`config.mk`:
```
export PLATFORM = sky130hd
export DESIGN_NAME = obi_integrity_top
export DESIGN_NICKNAME = d
export VERILOG_FILES = /design/src/verilog/obi_pkg.sv /design/src/verilog/secure_pkg.sv /design/src/verilog/obi_handshake_parity.sv /design/src/verilog/obi_rchk_check.sv /design/src/verilog/obi_integrity_fifo.sv /design/src/verilog/obi_integrity_alert.sv /design/src/verilog/obi_integrity_top.sv
export SDC_FILE = /design/constraint.sdc
export NUM_CORES = 1
export LEC_CHECK = 0
export BUFFER_PORTS_ARGS = -buffer_cell sky130_fd_sc_hd__buf_2
export CELL_PAD_IN_SITES_DETAIL_PLACEMENT = 2
export CELL_PAD_IN_SITES_GLOBAL_PLACEMENT = 2
export CORE_ASPECT_RATIO = 2
export CORE_MARGIN = 8
export CORE_UTILIZATION = 34
export DETAILED_ROUTE_END_ITERATION = 8
export PLACE_DENSITY = 0.86
export SLEW_MARGIN = 25
export SYNTH_ARGS = -nofsm -noshare
export SYNTH_HDL_FRONTEND = slang
export SYNTH_HIERARCHICAL = 1
export SYNTH_SLANG_ARGS = --single-unit
```
`constraint.sdc`:
```
create_clock -name clk -period 2.8 [get_ports clk]
set_input_delay 0.14 -clock clk [delete_from_list [all_inputs] [get_ports clk]]
set_output_delay 0.14 -clock clk [all_outputs]
set_load 0.02 [all_outputs]
```
`src/verilog/obi_pkg.sv`:
```
package obi_pkg;

  //////////////////////////////////////////////////////////////////////
  // Bus widths
  //////////////////////////////////////////////////////////////////////

  // Read data word on the response channel
  localparam int unsigned DATA_W = 32;

  // One checksum bit per data byte plus one for err
  localparam int unsigned DATA_BYTES = DATA_W / 8;
  localparam int unsigned RCHK_W     = DATA_BYTES + 1;

  typedef logic [DATA_W-1:0] data_t;

  // Bits 3:0 cover rdata bytes 3:0, bit 4 covers err
  typedef logic [RCHK_W-1:0] rchk_t;

  // Two enables for the checksum compare
  // Bit 0 gates the byte parities and bit 1 gates the err parity
  typedef logic [1:0] rchk_en_t;

  //////////////////////////////////////////////////////////////////////
  // Response channel
  //////////////////////////////////////////////////////////////////////

  // 38 bits in total
  typedef struct packed {
    data_t rdata;
    logic  err;
    rchk_t rchk;
  } obi_resp_t;

  //////////////////////////////////////////////////////////////////////
  // Outstanding transactions
  //////////////////////////////////////////////////////////////////////

  // Default limit on transactions granted but not yet answered
  localparam int unsigned MAX_OUTSTANDING_DEFAULT = 2;

endpackage

```
`src/verilog/secure_pkg.sv`:
```
package secure_pkg;

  //////////////////////////////////////////////////////////////////////
  // Security control
  //////////////////////////////////////////////////////////////////////

  // Bits of cpuctrl not used by the integrity checker
  typedef logic [6:0] cpuctrl_rsvd_t;

  // Integrity enables the response checksum compare
  typedef struct packed {
    logic          integrity;
    cpuctrl_rsvd_t reserved;
  } cpuctrl_t;

  typedef struct packed {
    cpuctrl_t cpuctrl;
  } xsecure_ctrl_t;

  //////////////////////////////////////////////////////////////////////
  // Alerts
  //////////////////////////////////////////////////////////////////////

  // One bit per error source, each a single cycle pulse
  typedef struct packed {
    logic gntpar;
    logic rvalidpar;
    logic rchk;
  } alert_t;

endpackage

```
`src/verilog/obi_handshake_parity.sv`:
```
`timescale 1ns/1ps

module obi_handshake_parity (
  input  logic clk,
  input  logic rst_n,

  // Handshake lines
  input  logic req_i,
  input  logic gnt_i,
  input  logic rvalid_i,

  // Complementary parity lines
  input  logic gntpar_i,
  input  logic rvalidpar_i,

  // Mismatch flags, same cycle as the inputs
  output logic gntpar_err_o,
  output logic rvalidpar_err_o
);

  //////////////////////////////////////////////////////////////////////
  // Parity compare
  //////////////////////////////////////////////////////////////////////

  // Each parity line carries the inverse of its handshake line
  // Equal levels therefore mean a fault on one of the two wires

  // Grant is only meaningful while a request is pending
  assign gntpar_err_o = req_i && (gntpar_i == gnt_i);

  // rvalid is checked in every cycle
  // An idle cycle with a flipped rvalidpar is a fault as well
  assign rvalidpar_err_o = (rvalidpar_i == rvalid_i);

  //////////////////////////////////////////////////////////////////////
  // Protocol checks
  //////////////////////////////////////////////////////////////////////

  // A grant without a request would be counted by nobody downstream
  // and leave the tracking stage out of step with the bus
  a_gnt_needs_req : assert property (
    @(posedge clk) disable iff (!rst_n)
    gnt_i |-> req_i
  ) else $error("gnt_i high without req_i");

endmodule

```
`src/verilog/obi_rchk_check.sv`:
```
`timescale 1ns/1ps

module obi_rchk_check (
  // Response as seen on the bus
  input  obi_pkg::obi_resp_t resp_i,

  // Bit 0 for checksum bits 3:0, bit 1 for bit 4
  input  obi_pkg::rchk_en_t  enable_i,

  // Any enabled checksum bit differs
  output logic               err_o
);

  // Checksum recomputed from the returned data and err
  obi_pkg::rchk_t rchk_calc;

  // Bitwise difference between received and recomputed checksum
  obi_pkg::rchk_t rchk_diff;

  // Mismatch split by enable group
  logic           byte_mismatch;
  logic           err_mismatch;

  //////////////////////////////////////////////////////////////////////
  // Recompute checksum
  //////////////////////////////////////////////////////////////////////

  always_comb begin
    // Even parity of each data byte
    for (int b = 0; b < int'(obi_pkg::DATA_BYTES); b++) begin
      rchk_calc[b] = ^resp_i.rdata[8*b +: 8];
    end
    // Even parity of a single bit is the bit itself
    rchk_calc[obi_pkg::DATA_BYTES] = resp_i.err;
  end

  assign rchk_diff = rchk_calc ^ resp_i.rchk;

  //////////////////////////////////////////////////////////////////////
  // Compare under enable
  //////////////////////////////////////////////////////////////////////

  // Byte parities are grouped behind one enable
  assign byte_mismatch = |rchk_diff[obi_pkg::DATA_BYTES-1:0];

  // err parity has its own enable
  assign err_mismatch = rchk_diff[obi_pkg::DATA_BYTES];

  assign err_o = (enable_i[0] && byte_mismatch) ||
                 (enable_i[1] && err_mismatch);

endmodule

```
`src/verilog/obi_integrity_fifo.sv`:
```
`timescale 1ns/1ps

module obi_integrity_fifo #(
  parameter int unsigned MAX_OUTSTANDING = obi_pkg::MAX_OUTSTANDING_DEFAULT
) (
  input  logic                      clk,
  input  logic                      rst_n,

  // From the handshake stage
  input  logic                      gntpar_err_i,

  // Attributes of the transaction in the address phase
  input  logic                      trans_integrity_i,
  input  logic                      trans_we_i,

  input  secure_pkg::xsecure_ctrl_t xsecure_ctrl_i,

  // Bus handshake and response
  input  logic                      obi_req_i,
  input  logic                      obi_gnt_i,
  input  logic                      obi_rvalid_i,
  input  obi_pkg::obi_resp_t        obi_resp_i,

  // Attributes of the oldest transaction, valid with rvalid
  output logic                      gntpar_err_resp_o,
  output logic                      integrity_resp_o,
  output logic                      rchk_err_resp_o
);

  // Count must reach MAX_OUTSTANDING itself
  localparam int unsigned CNT_W = $clog2(MAX_OUTSTANDING + 1);

  typedef logic [CNT_W-1:0] cnt_t;

  // What is remembered per outstanding transaction
  typedef struct packed {
    logic integrity;
    logic gnterr;
    logic store;
  } entry_t;

  // Stored entries, newest at 1 and oldest at the count
  entry_t [MAX_OUTSTANDING:1] fifo_q;

  // Stored entries with a constant empty slot at index 0
  entry_t [MAX_OUTSTANDING:0] fifo_view;

  // Stored entries with the incoming one at index 0 ready to shift in
  entry_t [MAX_OUTSTANDING:0] fifo_shift;

  entry_t            fifo_in;
  entry_t            fifo_out;

  cnt_t              cnt_q;
  cnt_t              cnt_d;
  logic              count_up;
  logic              count_down;

  // Sticky gnt parity error across waited grants
  logic              gntpar_err_q;

  obi_pkg::rchk_en_t rchk_en;

  //////////////////////////////////////////////////////////////////////
  // Outstanding counter
  //////////////////////////////////////////////////////////////////////

  assign count_up   = obi_req_i && obi_gnt_i;
  assign count_down = obi_rvalid_i;

  always_comb begin
    cnt_d = cnt_q;
    // Grant and response together leave the count unchanged
    if (count_up && !count_down) begin
      cnt_d = cnt_q + 1'b1;
    end else if (!count_up && count_down) begin
      cnt_d = cnt_q - 1'b1;
    end
  end

  always_ff @(posedge clk or negedge rst_n) begin
    if (!rst_n) begin
      cnt_q <= '0;
    end else begin
      cnt_q <= cnt_d;
    end
  end

  //////////////////////////////////////////////////////////////////////
  // Sticky gnt parity error
  //////////////////////////////////////////////////////////////////////

  // Collect errors while the request waits, drop them at the grant
  always_ff @(posedge clk or negedge rst_n) begin
    if (!rst_n) begin
      gntpar_err_q <= 1'b0;
    end else if (obi_req_i) begin
      if (obi_gnt_i) begin
        gntpar_err_q <= 1'b0;
      end else begin
        gntpar_err_q <= gntpar_err_q || gntpar_err_i;
      end
    end
  end

  //////////////////////////////////////////////////////////////////////
  // Attribute FIFO
  //////////////////////////////////////////////////////////////////////

  // Error of the grant cycle itself counts too
  assign fifo_in.integrity = trans_integrity_i;
  assign fifo_in.gnterr    = gntpar_err_q || gntpar_err_i;
  assign fifo_in.store     = trans_we_i;

  assign fifo_shift = {fifo_q, fifo_in};
  assign fifo_view  = {fifo_q, entry_t'('0)};

  // Every grant shifts all entries one place towards the old end
  always_ff @(posedge clk) begin
    if (count_up) begin
      fifo_q <= fifo_shift[MAX_OUTSTANDING-1:0];
    end
  end

  // Count points straight at the oldest entry
  assign fifo_out = fifo_view[cnt_q];

  assign integrity_resp_o  = fifo_out.integrity;
  assign gntpar_err_resp_o = fifo_out.gnterr;

  //////////////////////////////////////////////////////////////////////
  // Response checksum
  //////////////////////////////////////////////////////////////////////

  // Stores return no data so only the err parity is checked for them
  assign rchk_en[0] = obi_rvalid_i && xsecure_ctrl_i.cpuctrl.integrity && !fifo_out.store;
  assign rchk_en[1] = obi_rvalid_i && xsecure_ctrl_i.cpuctrl.integrity;

  obi_rchk_check rchk_check_i (
    .resp_i   (obi_resp_i),
    .enable_i (rchk_en),
    .err_o    (rchk_err_resp_o)
  );

  //////////////////////////////////////////////////////////////////////
  // Counter limits
  //////////////////////////////////////////////////////////////////////

  // Bus has no back-pressure so the environment must respect the depth
  a_no_overflow : assert property (
    @(posedge clk) disable iff (!rst_n)
    (cnt_q == cnt_t'(MAX_OUTSTANDING)) |-> !(count_up && !count_down)
  ) else $error("More than MAX_OUTSTANDING transactions granted");

  // A response needs a granted transaction from an earlier cycle
  a_no_underflow : assert property (
    @(posedge clk) disable iff (!rst_n)
    (cnt_q == '0) |-> !count_down
  ) else $error("rvalid_i with nothing outstanding");

endmodule

```
`src/verilog/obi_integrity_alert.sv`:
```
`timescale 1ns/1ps

module obi_integrity_alert (
  input  logic               clk,
  input  logic               rst_n,

  // Response cycle from the bus
  input  logic               rvalid_i,
  input  obi_pkg::obi_resp_t resp_i,

  // Attributes and errors of the response, same cycle as rvalid
  input  logic               integrity_resp_i,
  input  logic               gntpar_err_resp_i,
  input  logic               rchk_err_i,

  // Handshake parity fault in any cycle
  input  logic               rvalidpar_err_i,

  // Registered response towards the core
  output logic               resp_valid_o,
  output obi_pkg::data_t     resp_rdata_o,
  output logic               resp_err_o,
  output logic               resp_integrity_o,

  output secure_pkg::alert_t alert_major_o
);

  secure_pkg::alert_t alert_d;
  secure_pkg::alert_t alert_q;

  //////////////////////////////////////////////////////////////////////
  // Response register
  //////////////////////////////////////////////////////////////////////

  // Valid is a single cycle per response
  always_ff @(posedge clk or negedge rst_n) begin
    if (!rst_n) begin
      resp_valid_o <= 1'b0;
    end else begin
      resp_valid_o <= rvalid_i;
    end
  end

  // Payload only loads on a response and holds in between
  always_ff @(posedge clk or negedge rst_n) begin
    if (!rst_n) begin
      resp_rdata_o     <= '0;
      resp_err_o       <= 1'b0;
      resp_integrity_o <= 1'b0;
    end else if (rvalid_i) begin
      resp_rdata_o     <= resp_i.rdata;
      resp_err_o       <= resp_i.err;
      resp_integrity_o <= integrity_resp_i;
    end
  end

  //////////////////////////////////////////////////////////////////////
  // Alerts
  //////////////////////////////////////////////////////////////////////

  // gnt error only counts when its transaction is answered
  assign alert_d.gntpar    = rvalid_i && gntpar_err_resp_i;
  assign alert_d.rchk      = rvalid_i && rchk_err_i;
  // rvalid parity fault is reported even in idle cycles
  assign alert_d.rvalidpar = rvalidpar_err_i;

  // Recomputed every cycle so each alert is a one cycle pulse
  always_ff @(posedge clk or negedge rst_n) begin
    if (!rst_n) begin
      alert_q <= '0;
    end else begin
      alert_q <= alert_d;
    end
  end

  assign alert_major_o = alert_q;

endmodule

```
`src/verilog/obi_integrity_top.sv`:
```
`timescale 1ns/1ps

module obi_integrity_top #(
  parameter int unsigned MAX_OUTSTANDING = obi_pkg::MAX_OUTSTANDING_DEFAULT
) (
  input  logic                      clk,
  input  logic                      rst_n,

  // Bus handshake with parity
  input  logic                      req_i,
  input  logic                      gnt_i,
  input  logic                      gntpar_i,
  input  logic                      rvalid_i,
  input  logic                      rvalidpar_i,
  input  obi_pkg::obi_resp_t        resp_i,

  // Transaction attributes, valid with req_i
  input  logic                      we_i,
  input  logic                      integrity_i,

  input  secure_pkg::xsecure_ctrl_t xsecure_ctrl_i,

  // Registered response and alerts
  output logic                      resp_valid_o,
  output obi_pkg::data_t            resp_rdata_o,
  output logic                      resp_integrity_o,
  output logic                      resp_err_o,
  output secure_pkg::alert_t        alert_major_o
);

  // Handshake stage results
  logic gntpar_err;
  logic rvalidpar_err;

  // Tracking stage results in the rvalid cycle
  logic gntpar_err_resp;
  logic integrity_resp;
  logic rchk_err_resp;

  obi_handshake_parity handshake_parity_i (
    .clk             (clk),
    .rst_n           (rst_n),
    .req_i           (req_i),
    .gnt_i           (gnt_i),
    .rvalid_i        (rvalid_i),
    .gntpar_i        (gntpar_i),
    .rvalidpar_i     (rvalidpar_i),
    .gntpar_err_o    (gntpar_err),
    .rvalidpar_err_o (rvalidpar_err)
  );

  obi_integrity_fifo #(
    .MAX_OUTSTANDING (MAX_OUTSTANDING)
  ) integrity_fifo_i (
    .clk               (clk),
    .rst_n             (rst_n),
    .gntpar_err_i      (gntpar_err),
    .trans_integrity_i (integrity_i),
    .trans_we_i        (we_i),
    .xsecure_ctrl_i    (xsecure_ctrl_i),
    .obi_req_i         (req_i),
    .obi_gnt_i         (gnt_i),
    .obi_rvalid_i      (rvalid_i),
    .obi_resp_i        (resp_i),
    .gntpar_err_resp_o (gntpar_err_resp),
    .integrity_resp_o  (integrity_resp),
    .rchk_err_resp_o   (rchk_err_resp)
  );

  obi_integrity_alert integrity_alert_i (
    .clk               (clk),
    .rst_n             (rst_n),
    .rvalid_i          (rvalid_i),
    .resp_i            (resp_i),
    .integrity_resp_i  (integrity_resp),
    .gntpar_err_resp_i (gntpar_err_resp),
    .rchk_err_i        (rchk_err_resp),
    .rvalidpar_err_i   (rvalidpar_err),
    .resp_valid_o      (resp_valid_o),
    .resp_rdata_o      (resp_rdata_o),
    .resp_err_o        (resp_err_o),
    .resp_integrity_o  (resp_integrity_o),
    .alert_major_o     (alert_major_o)
  );

endmodule

```
# --- Yosys cells after proc, flatten, opt, wreduce, memory -nomap -nowiden ---
# Cells that the tools add are included.
classes:
  add_sub_neg: 2
  order_cmp: 1
  n_eq_ne: 2
  muxes: 5
  n_bitwise: 1
  reduce_logical: 21
ops:
  columns: ["op", "n"]
  rows:
  - ["XOR reduction 8 bit", 4]
  - ["logical AND 1 bit", 10]
  - ["binary-select mux 3 bit (select 2 bit)", 1]
  - ["bitwise XOR 5 bit", 1]
  - ["two-way mux 2 bit", 2]
  - ["OR reduction 4 bit", 1]
  - ["logical NOT 1 bit", 3]
  - ["< comparator 2 x 3 -> 1 bit (second input constant)", 1]
  - ["two-way mux 3 bit", 1]
  - ["adder 2 x 1 -> 2 bit (second input constant)", 1]
  - ["equality test 1 bit", 2]
  - ["logical OR 1 bit", 2]
  - ["nonzero test 2 bit", 1]
  - ["subtractor 2 x 1 -> 2 bit (second input constant)", 1]
  - ["two-way mux 1 bit", 1]
totals:
  reg_bits: 47
  in_bits: 55
  output_inout_bits: 38
  wordCells: 47

# --- Longest topological paths before layout ---
# Gate-level depths: netlist (run 1).
logic_depth:
  ltp_word: 7
  ltp_mapped: 6
  mapped_depth_nobuf: 6

# --- Modules after synthesis ---
# The synthesis (run 1) kept the hierarchy.
by_module_without_submodules:
  columns: ["module", "instances", "cells_per_inst", "area_each_um2", "seq_area_each_um2"]
  rows:
  - ["obi_integrity_alert", 1, 78, 1517.7, 950.9]
  - ["obi_integrity_fifo", 1, 26, 382.9, 255.2]
  - ["obi_rchk_check", 1, 31, 324.1, 0.0]
  - ["obi_handshake_parity", 1, 3, 23.8, 0.0]

# --- Worst setup path after synthesis (run 1) ---
# Ideal clock, no wire load.
synth_path:
  path_kind: "input port to flip-flop"
  from: "input port resp_i[27] (netlist bit)"
  to: "register integrity_alert_i.alert_q, in the netlist integrity_alert_i/alert_major_o[0]"
  setup_ns: 0.119
  arrival_ns: 1.253
  required_time_ns: 2.681
  path_slack_ns: 1.428
  path_stages: 6
  n_path_buf: 0
  path_cell_list: "xor2_1 > xnor3_1 > xnor2_1 > nand4_1 > a22o_1 > and2_1"
synth_rtl:
  columns: ["item", "line", "rtl"]
  rows:
  - ["from (decl)", "obi_integrity_top.sv:15", "input obi_pkg::obi_resp_t resp_i,"]
  - ["to (signal assigned)", "obi_integrity_alert.sv:72", "alert_q <= alert_d;"]
  - ["to (decl)", "obi_integrity_alert.sv:29", "secure_pkg::alert_t alert_q;"]

==> results of run 1 <==
==> cell type report <==
| cell class | count | area, sq um |
|---|---|---|
| inverters | 2 | 7.51 |
| flip-flops and latches | 47 | 1210 |
| clock buffers | 7 | 133 |
| fillers | 695 | 3660 |
| multi-input cells | 85 | 968 |
| repair buffers | 86 | 433 |
| well taps | 88 | 110 |
==> cells in the mapped netlist <==
cell       n  share of area (%)
or2_2      1               0.28
nand4_1    1               0.28
xor2_1    11                4.3
a221oi_2   1               0.67
inv_1      2               0.33
xnor2_1   19                7.4
buf_8      1               0.67
nand2_1    1               0.17
mux2_2     6                3.0
and2_1     4                1.1
a22o_2     2               0.89
a21oi_1    1               0.22
nor2_1     2               0.33
xnor3_1    4                4.0
ha_1       1               0.56
and2b_2    2               0.78
buf_12     2                1.8
mux2_4    28                 19
dfrtp_1   41                 46
edfxtp_1   6                8.0
a22o_1     1               0.39
buf_6      1               0.50
==> worst register-to-register path, delay by kind of cell (launching register included) <==
family	cells	cell delay, ns
AOI/OAI and AO/OA	1	0.26
DFF	1	0.42
muxes	1	0.26
and+or+nand+nor	1	0.24
==> per-layer routing <==
metal / global-route usage, % / vias up / part of all wire [%] / routed length [microns]
met5: 0 / - / 0 / 0
met2: 19.9 / 76 / 48 / 2680
met4: 4.98 / 0 / 1.6 / 89
met3: 5.58 / 7 / 11 / 626
li1: - / 644 / - / -
met1: 14.2 / 696 / 40 / 2250
==> worst paths after layout <==
check | endpoint | slack, ns
worst max register to register | integrity_alert_i/resp_integrity_o | 1.51
worst min-delay path | integrity_alert_i/resp_rdata_o[14] | -0.007
worst min register to register | integrity_fifo_i/fifo_q[4] | 0.46
worst max-delay path | integrity_alert_i/alert_major_o[0] | 1.38
min in group clk | integrity_fifo_i/fifo_q[2] | 0.03
max in group asynchronous | integrity_alert_i/alert_major_o[1] | 2.24
==> registers in the layout, summed over array words and instances (netlist names) <==
| signal | count |
|---|---|
| integrity_alert_i/resp_valid_o | 1 |
| integrity_alert_i/alert_major_o | 3 |
| integrity_fifo_i/cnt_q | 2 |
| integrity_alert_i/resp_rdata_o | 32 |
| integrity_fifo_i/gntpar_err_q | 1 |
| integrity_alert_i/resp_err_o | 1 |
| integrity_fifo_i/fifo_q | 6 |
| integrity_alert_i/resp_integrity_o | 1 |
==> through the flow <==
stage	setup WS, ns	std cells
2_1_floorplan	1.43	138
3_3_place_gp	1.11	308
3_5_place_dp	1.02	308
4_1_cts	1.33	315
5_1_grt	1.26	315
6_report	1.38	315
==> power groups by stage <==
stage          sequential [uW]  clock [uW]  combinational [uW]
2_1_floorplan              912           0                 266
3_3_place_gp               833           0                 498
3_5_place_dp               840           0                 520
4_1_cts                    828         594                 525
5_1_grt                    839         615                 556
6_report                   826         563                 510
==> cells by family after synthesis <==
group                    after synthesis  synth area share (%)
multiplexers                          34                  21.7
XOR/XNOR                              34                  15.7
AO/OA/AOI/OAI                          5                  2.17
flip-flops                            47                  53.6
AND/OR/NAND/NOR                       11                  2.95
adder cells (fa/ha/maj)                1                 0.556
buffers and inverters                  6                  3.28
==> key figures, run 1 <==
Status
  • Violations in the final reports: hold timing
  • Run status: complete, but fails checks

Critical path
  • Worst r2r src: integrity_fifo_i/cnt_q[0]
  • Number of stages on the worst setup path: 7
  • Number of buffer and inverter instances along the worst setup path: 1
  • Element type at the critical path end: flip-flop
  • Req. time, crit path: 2.98 ns
  • Depth of the worst register-to-register path: 3
  • Worst Setup Path Type: in -> reg
  • Cell chain of the critical path: buf_2 > xnor2_1 > xnor3_1 > xnor2_1 > nand4_1 > a22o_1 > and2_1
  • Delay of the slowest cell on the worst path: 0.38 ns
  • Largest fanout of any net on the critical path: 2
  • Start point of the critical path: resp_i[36]
  • Slowest stage cell, crit path: xnor3_1
  • Crit path max-delay family: XOR/XNOR gates
  • Arrival time of data at the critical path endpoint: 1.60 ns
  • Startpoint kind of the worst setup timing path: input pin
  • Most frequent cell on the critical path: xnor2_1

Layout
  • Post-Layout Inst Area: 2860 sq um
  • Commonest cells after routing, fill and taps aside: buf_2, dfrtp_1, mux2_4
  • Share of the core filled with cells: 43.9%
  • Final-stage net count: 283
  • N_diodes: 0
  • Area Growth Syn to Fin: 27.1%
  • Most common cell after layout, fill and taps aside: buf_2
  • Layout cell share with drive strength beyond 1: 57.7%

Power and ir drop
  • Switching share of total power: 28.5%
  • Static power due to leakage: 0.00143 uW
  • Clk network pwr share: 29.6%
  • Gate power share: 26.9%
  • Internal power component: 1360 uW
  • Power per cell area: 665 nW/um^2
  • Net switching power of the design: 540 uW
  • Share of power burned in registers: 43.5%
  • VDD IR-drop max: 0.000336 V
  • Pwr Total: 1900 uW

Die
  • Die width: 73.5 microns
  • DIE HEIGHT: 131 microns
  • CORE AREA: 6520 sq um
  • Die area: 9630 sq um
  • Num ports: 93
  • Starting density of the core: 34.5%
  • # rows: 42

Yosys
  • Number of nets produced by synthesis: 194
  • Total number of yosys warnings: 6
  • Post-synthesis sequential area ratio: 53.6%
  • Flip-flop and latch count after synthesis: 47
  • Post-synthesis instance area: 2250 sq um
  • Count of unique library cells instantiated by Yosys: 22
  • Synthesized area per cell: 16.3 sq um
  • Synthesized netlist cell count: 138

Routing
  • Number of routed nets with antenna violations: 0
  • Number of DRC violations after detailed-routing iteration 0: 26
  • Post-DR vias/cell: 4.52
  • Vias: 1423
  • Post-Route WL: 5640 microns
  • Drt first pass iters: 2
  • Post-detailed-route DRC marker count: 0
  • Routed len/inst: 17.9 microns

Clocking
  • Number of sinks on the clock net: 47
  • Hold buffer count at CTS: 0
  • Clock latency at the later pin of the worst-skew pair: 0.29 ns
  • Clock edge transition at the registers on the reported setup and hold paths: 0.06 ns
  • Post CTS Setup Buffer Count: 0
  • Total CTS buffers: 5
  • CTS Buffer Depth: 2
  • CTS HTree Levels: 2
  • TritonCTS clock tree: done
  • Root cell of the clock tree: clkbuf_16
  • Number of gates resized after CTS: 0

Worst hold path
  • Type of the most critical hold path: in -> async

Global routing
  • Vias in the first global route: 1723
  • GR Util All Layers: 12.5%
  • Final global-route overflow total: 0
  • Initial antenna violation count: 0
  • First-pass GRT wire length: 9070 microns
  • Pin count of the biggest net entering global routing: 42

STA
  • Fmax achieved: 0.703 GHz
  • Setup repair after global routing missed its margin: no
  • Final critical-path required period: 1.42 ns
  • Transition time at the pin with the least slew margin: 0.917 ns
  • Worst clock skew: 0.00333 ns
  • Final sum of negative setup slack: 0 ns
  • Finish-stage setup viols: 0
  • Minimum hold slack: -0.00728 ns
  • Hold Violations, Final: 40
  • Number of max-slew violations in the final report: 0
  • Post-route fraction of the period consumed by the critical path: 50.8%
  • Slew margin rel.: 38.8%

Job
  • Number of maximum-capacitance constraint violations: 0

Place
  • Hpwl dp: 4360 microns
  • Number of buffers added on ports: 85
  • Placer Congestion: 0.725
  • Standard cell area after detailed placement: 2730 sq um
Note: power is estimated with default switching activity, not from simulation.
==> run 2, diff against run 1 <==
- ABC_AREA: default -> 1
- CORE_UTILIZATION: 34 -> 26
- PLACE_DENSITY: 0.86 -> 0.79
- clock period: 2.8 -> 1.36 ns (I/O delays scaled with it)
==> key figures, run 2 <==
Critical path
  • Crit path max-delay family: flip-flops
  • Number of buffer and inverter instances along the worst setup path: 2
  • Termination of the worst setup path: integrity_alert_i/alert_major_o[0]
  • Most frequent cell on the critical path: nand2_1
  • Largest fanout of any net on the critical path: 5
  • Req. time, crit path: 1.55 ns
  • Startpoint kind of the worst setup timing path: flip-flop
  • Delay of the slowest cell on the worst path: 0.43 ns
  • Slowest stage cell, crit path: dfrtp_1
  • Start point of the critical path: integrity_fifo_i/cnt_q[1]
  • Arrival time of data at the critical path endpoint: 1.31 ns
  • Number of stages on the worst setup path: 8
  • Element type at the critical path end: flip-flop
  • Cell chain of the critical path: inv_1 > nand3_1 > nand2_1 > nor2_1 > nand2_1 > nand2_1 > nand2_1 > inv_1
  • Reg-to-reg slack, setup: 0.24 ns
  • Depth of the worst register-to-register path: 8
  • Worst r2r src: integrity_fifo_i/cnt_q[1]
  • Worst Setup Path Type: reg -> reg
  • Reg2reg end: integrity_alert_i/alert_major_o[0]

STA
  • Fmax achieved: 0.892 GHz
  • Final sum of negative setup slack: 0 ns
  • Post-route fraction of the period consumed by the critical path: 82.5%
  • Transition time at the pin with the least slew margin: 0.242 ns
  • Final critical-path required period: 1.12 ns
  • Slew margin rel.: 83.9%
  • Hold Violations, Final: 0
  • Setup repair after global routing missed its margin: no
  • Worst clock skew: 0.00220 ns
  • Finish-stage setup viols: 0
  • Number of max-slew violations in the final report: 0

Global routing
  • Vias in the first global route: 2543
  • First-pass GRT wire length: 12400 microns
  • GR Util All Layers: 11.7%
  • Pin count of the biggest net entering global routing: 36
  • Initial antenna violation count: 1
  • Final global-route overflow total: 0

Routing
  • Post-DR vias/cell: 4.41
  • Post-Route WL: 7280 microns
  • Routed len/inst: 14.3 microns
  • Number of routed nets with antenna violations: 0
  • Drt first pass iters: 4
  • Post-detailed-route DRC marker count: 0
  • Vias: 2241
  • Number of DRC violations after detailed-routing iteration 0: 54

Yosys
  • Count of unique library cells instantiated by Yosys: 18
  • Synthesized netlist cell count: 307
  • Top area cells in the synthesized netlist: dfrtp_1, nand2_1, edfxtp_1, inv_1, nand3_1
  • Asr flop ratio synth: 87.2%
  • Post-synthesis instance area: 2420 sq um
  • Synthesized area per cell: 7.89 sq um
  • Total number of yosys warnings: 6
  • Top flip-flop cell by instance count after synthesis: dfrtp_1
  • Flip-flop and latch count after synthesis: 47
  • Portion of synthesized cell area occupied by the leading cell type: 42.4%
  • Post-synthesis sequential area ratio: 49.8%
  • Commonest cells in the netlist: nand2_1, dfrtp_1, inv_1, nand3_1, nand2_2
  • Largest area contributor in the synthesized netlist: dfrtp_1
  • Most instantiated library cell after synthesis: nand2_1
  • Number of nets produced by synthesis: 363
  • Number of enable flip-flop cells after synthesis: 6

Die
  • CORE AREA: 9200 sq um
  • DIE HEIGHT: 153 microns
  • Starting density of the core: 26.3%
  • Die area: 12800 sq um
  • Num ports: 93
  • Die width: 84.3 microns
  • # rows: 50

Worst hold path
  • Type of the most critical hold path: in -> reg

Clocking
  • Total CTS buffers: 5
  • Number of gates resized after CTS: 0
  • Root cell of the clock tree: clkbuf_16
  • CTS HTree Levels: 2
  • Number of sinks on the clock net: 47
  • Clock latency at the later pin of the worst-skew pair: 0.29 ns
  • CTS Buffer Depth: 2
  • TritonCTS clock tree: done
  • Clock edge transition at the registers on the reported setup and hold paths: 0.07 ns

Power and ir drop
  • VDD IR-drop max: 0.000840 V
  • Power per cell area: 1240 nW/um^2
  • Static power due to leakage: 0.00185 uW

Place
  • Number of buffers added on ports: 85
  • Placer Congestion: 0.655
  • Hpwl dp: 5580 microns

Layout
  • Flip-flop count of the largest register, all copies and words added: 32
  • Final-stage net count: 459
  • N_diodes: 0
  • Area Growth Syn to Fin: 30.7%
  • Register with the highest flop count: integrity_alert_i/resp_rdata_o
  • Most common cell after layout, fill and taps aside: nand2_1
  • Commonest cells after routing, fill and taps aside: nand2_1, buf_2, dfrtp_1
  • Share of the core filled with cells: 34.4%
  • Layout cell share with drive strength beyond 1: 29.0%

Job
  • Number of maximum-capacitance constraint violations: 0

Status
  • Run status: finished clean
run 2: cell count changes in the layout (fill, tap and decap cells not counted), moves of 4 or more:
cell	delta
xnor3_1	-4
nand2_2	+15
mux2_2	-6
nand2_1	+152
mux2_4	-28
and2_1	-4
nand3_1	+20
inv_1	+29
xnor2_1	-8
dlygate4sd3_1	+7
run 2: how the worst min path moves through the flow:
stage,from,end,slack [ns],cells after the start
floorplan,rst_n,integrity_alert_i/alert_major_o[0],-0.23,0
finish,resp_i[14],integrity_alert_i/resp_rdata_o[8],0.005,3
global placement,rst_n,integrity_alert_i/resp_rdata_o[6],-0.07,1
global route,resp_i[13],integrity_alert_i/resp_rdata_o[7],0.01,3
detailed placement,rst_n,integrity_alert_i/resp_rdata_o[7],-0.08,1
CTS,resp_i[14],integrity_alert_i/resp_rdata_o[8],0.0007,3
run 2: cell type report:
class	count	area, sq um
Fill cell	1093	6030
Sequential cell	47	1210
Multi-Input combinational cell	219	1010
Timing Repair Buffer	96	538
Inverter	34	135
Tap cell	104	130
Clock buffer	6	129
Clock inverter	2	17.5
run 2: logic make-up after synthesis:
logic type / Yosys count / synth area share [%]
buf+inv: 41 / 8.52
xor+xnor: 21 / 7.59
flops: 47 / 49.8
simple gates: 196 / 33.4
fa+ha+maj: 1 / 0.516
compound gates: 1 / 0.206
run 2: repair_timing:
action                    4_1_cts  5_1_grt
hold buffers                    7        0
setup buffers                   0        0
hold endpoints to repair       47        0
run 2: tightest hold or removal path, cell delays in order:
cell and delay [ns]:
buf_2 0.10, nand2_1 0.05, nand2_1 0.05
run 2: power by group:
part / internal (uW) / switching, uW / total [uW]
clock: 690 / 562 / 1250
combinational: 360 / 621 / 981
sequential: 1580 / 116 / 1700
run 2: metal layers:
layer / up-vias / part of all wire (%) / track usage, %
li1: 1107 / - / -
met1: 1049 / 42 / 13.2
met2: 73 / 48 / 19.5
met3: 10 / 8.3 / 4.66
met4: 2 / 1.5 / 3.56
met5: - / 0.18 / 0
run 2: per-stage QoR:
stage	total power (uW)	hold slack (ns)	instance area, sq um	setup slack [ns]	instances
after floorplan	2310	-0.228	2420	0.433	307
after global placement	2670	-0.0723	2950	0.200	493
after detailed placement	2720	-0.0754	2950	0.120	493
after CTS	4040	0.000703	3170	0.200	508
after global routing	4200	0.0143	3170	0.108	508
final	3930	0.00496	3170	0.238	508
==> run 3, diff against run 2 <==
- clock period: 1.36 -> 1.1 ns (I/O delays scaled with it)
==> key figures, run 3 (same netlist as run 2, synthesis figures left out) <==
Status
  • Run status: finished clean

Clocking
  • CTS HTree Levels: 2
  • Clock edge transition at the registers on the reported setup and hold paths: 0.07 ns
  • Number of sinks on the clock net: 47
  • Total CTS buffers: 5
  • Clock latency at the later pin of the worst-skew pair: 0.29 ns
  • CTS Buffer Depth: 2
  • Root cell of the clock tree: clkbuf_16
  • TritonCTS clock tree: done

Critical path
  • Largest fanout of any net on the critical path: 5
  • Req. time, crit path: 1.29 ns
  • Arrival time of data at the critical path endpoint: 1.19 ns
  • Startpoint kind of the worst setup timing path: flip-flop
  • Delay of the slowest cell on the worst path: 0.45 ns
  • Number of buffer and inverter instances along the worst setup path: 2
  • Most frequent cell on the critical path: nand2_1
  • Slowest stage cell, crit path: dfrtp_2
  • Crit path max-delay family: flip-flops
  • Element type at the critical path end: flip-flop
  • Worst Setup Path Type: reg -> reg
  • Cell chain of the critical path: inv_2 > nand3_2 > nand2_1 > nor2_1 > nand2_1 > nand2_1 > nand2_1 > inv_1

Die
  • Num ports: 93
  • Starting density of the core: 26.3%
  • Die width: 84.3 microns
  • Die area: 12800 sq um
  • CORE AREA: 9200 sq um
  • DIE HEIGHT: 153 microns
  • # rows: 50

STA
  • Number of max-slew violations in the final report: 0
  • Transition time at the pin with the least slew margin: 0.249 ns
  • Post-route fraction of the period consumed by the critical path: 90.6%
  • Finish-stage setup viols: 0
  • Hold Violations, Final: 0
  • Slew margin rel.: 83.4%
  • Worst clock skew: 0.00186 ns
  • Fmax achieved: 1.00 GHz
  • Final critical-path required period: 0.997 ns
  • Minimum hold slack: 0.00476 ns

Power and ir drop
  • Share of power burned in registers: 40.0%
  • Gate power share: 25.7%
  • VDD IR-drop max: 0.000792 V
  • Clk network pwr share: 34.3%
  • Power per cell area: 1590 nW/um^2
  • Internal power component: 3630 uW
  • Pwr Total: 5260 uW
  • Static power due to leakage: 0.00192 uW
  • Switching share of total power: 31.0%
  • Net switching power of the design: 1630 uW

Layout
  • Most common cell after layout, fill and taps aside: nand2_1
  • Flip-flop count of the largest register, all copies and words added: 32
  • Post-Layout Cell Count: 520
  • Post-Layout Inst Area: 3310 sq um
  • Share of the core filled with cells: 36.0%
  • Final-stage net count: 471
  • N_diodes: 0
  • Layout cell share with drive strength beyond 1: 30.0%
  • Commonest cells after routing, fill and taps aside: nand2_1, buf_2, dfrtp_1
  • Area Growth Syn to Fin: 36.7%
  • Register with the highest flop count: integrity_alert_i/resp_rdata_o

Routing
  • Number of routed nets with antenna violations: 0
  • Routed len/inst: 14.2 microns
  • Post-detailed-route DRC marker count: 0
  • Vias: 2296
  • Drt first pass iters: 4
  • Post-DR vias/cell: 4.42
  • Number of DRC violations after detailed-routing iteration 0: 35
  • Post-Route WL: 7370 microns

Global routing
  • First-pass GRT wire length: 12600 microns
  • GR Util All Layers: 11.8%
  • Pin count of the biggest net entering global routing: 42
  • Initial antenna violation count: 0
  • Vias in the first global route: 2718
  • Final global-route overflow total: 0

Place
  • Placer Congestion: 0.670
  • Standard cell area after detailed placement: 2980 sq um
  • Number of buffers added on ports: 85
  • Hpwl dp: 5550 microns
  • Cell Count Post-Placement: 497

Job
  • Number of maximum-capacitance constraint violations: 0

Worst hold path
  • Type of the most critical hold path: in -> reg
[run 3: cell count changes in the layout (fill, tap and decap cells not counted), sizes merged]
cell	before	now
clkinv	2	1
bufinv	0	1
buf	89	93
dlygate4sd3	7	15
[run 3: power groups by stage]
stage / Sequential [uW] / Combinational [uW] / Clock, uW
CTS: 2090 / 1350 / 1910
detailed placement: 2120 / 1300 / 0
global route: 2130 / 1530 / 1940
finish: 2100 / 1350 / 1810
global placement: 2110 / 1250 / 0
floorplan: 2290 / 568 / 0
[run 3: layout make-up]
class                           instances  area [sq um]
Multi-Input combinational cell        219          1010
Clock buffer                            6           139
Clock inverter                          2          35.0
Sequential cell                        47          1210
Tap cell                              104           130
Inverter                               34           135
Fill cell                            1057          5880
Timing Repair Buffer                  108           651
[run 3: worst paths after layout]
check | start | slack [ns] | endpoint | cells past startpoint
hold reg to reg | integrity_fifo_i/fifo_q[2] | 0.45 | integrity_fifo_i/fifo_q[5] | 0
setup reg to reg | integrity_fifo_i/cnt_q[1] | 0.10 | integrity_alert_i/alert_major_o[0] | 8
setup / recovery | integrity_fifo_i/cnt_q[1] | 0.10 | integrity_alert_i/alert_major_o[0] | 8
min in group asynchronous | rst_n | 0.27 | integrity_alert_i/resp_rdata_o[7] | 3
max in group asynchronous | rst_n | 0.60 | integrity_alert_i/resp_rdata_o[16] | 3
hold / removal | resp_i[20] | 0.005 | integrity_alert_i/resp_rdata_o[14] | 3
[run 3: metrics by stage]
step                setup TNS, ns  setup WS, ns
floorplan                       0         0.173
global placement          -0.0619       -0.0619
detailed placement         -0.145        -0.145
CTS                             0        0.0621
global route              -0.0226       -0.0226
finish                          0         0.103
[run 3: tightest hold or removal path: stages]
cell and delay (ns):
buf_2 0.10, nand2_1 0.05, nand2_1 0.05
[run 3: per-layer routing]
metal / vias up / track usage [%] / share of wire (%)
met5: - / 0 / 0
met4: 0 / 2.73 / 1.0
met3: 7 / 4.60 / 8.1
met2: 73 / 20.3 / 49
met1: 1086 / 13.3 / 42
li1: 1130 / - / -
[run 3: repair_timing]
item	CTS	global route
hold endpoints to repair	55	0
hold buffers	15	0
gates resized for setup	0	3
endpoints found under the setup margin	0	1
setup buffers	0	1
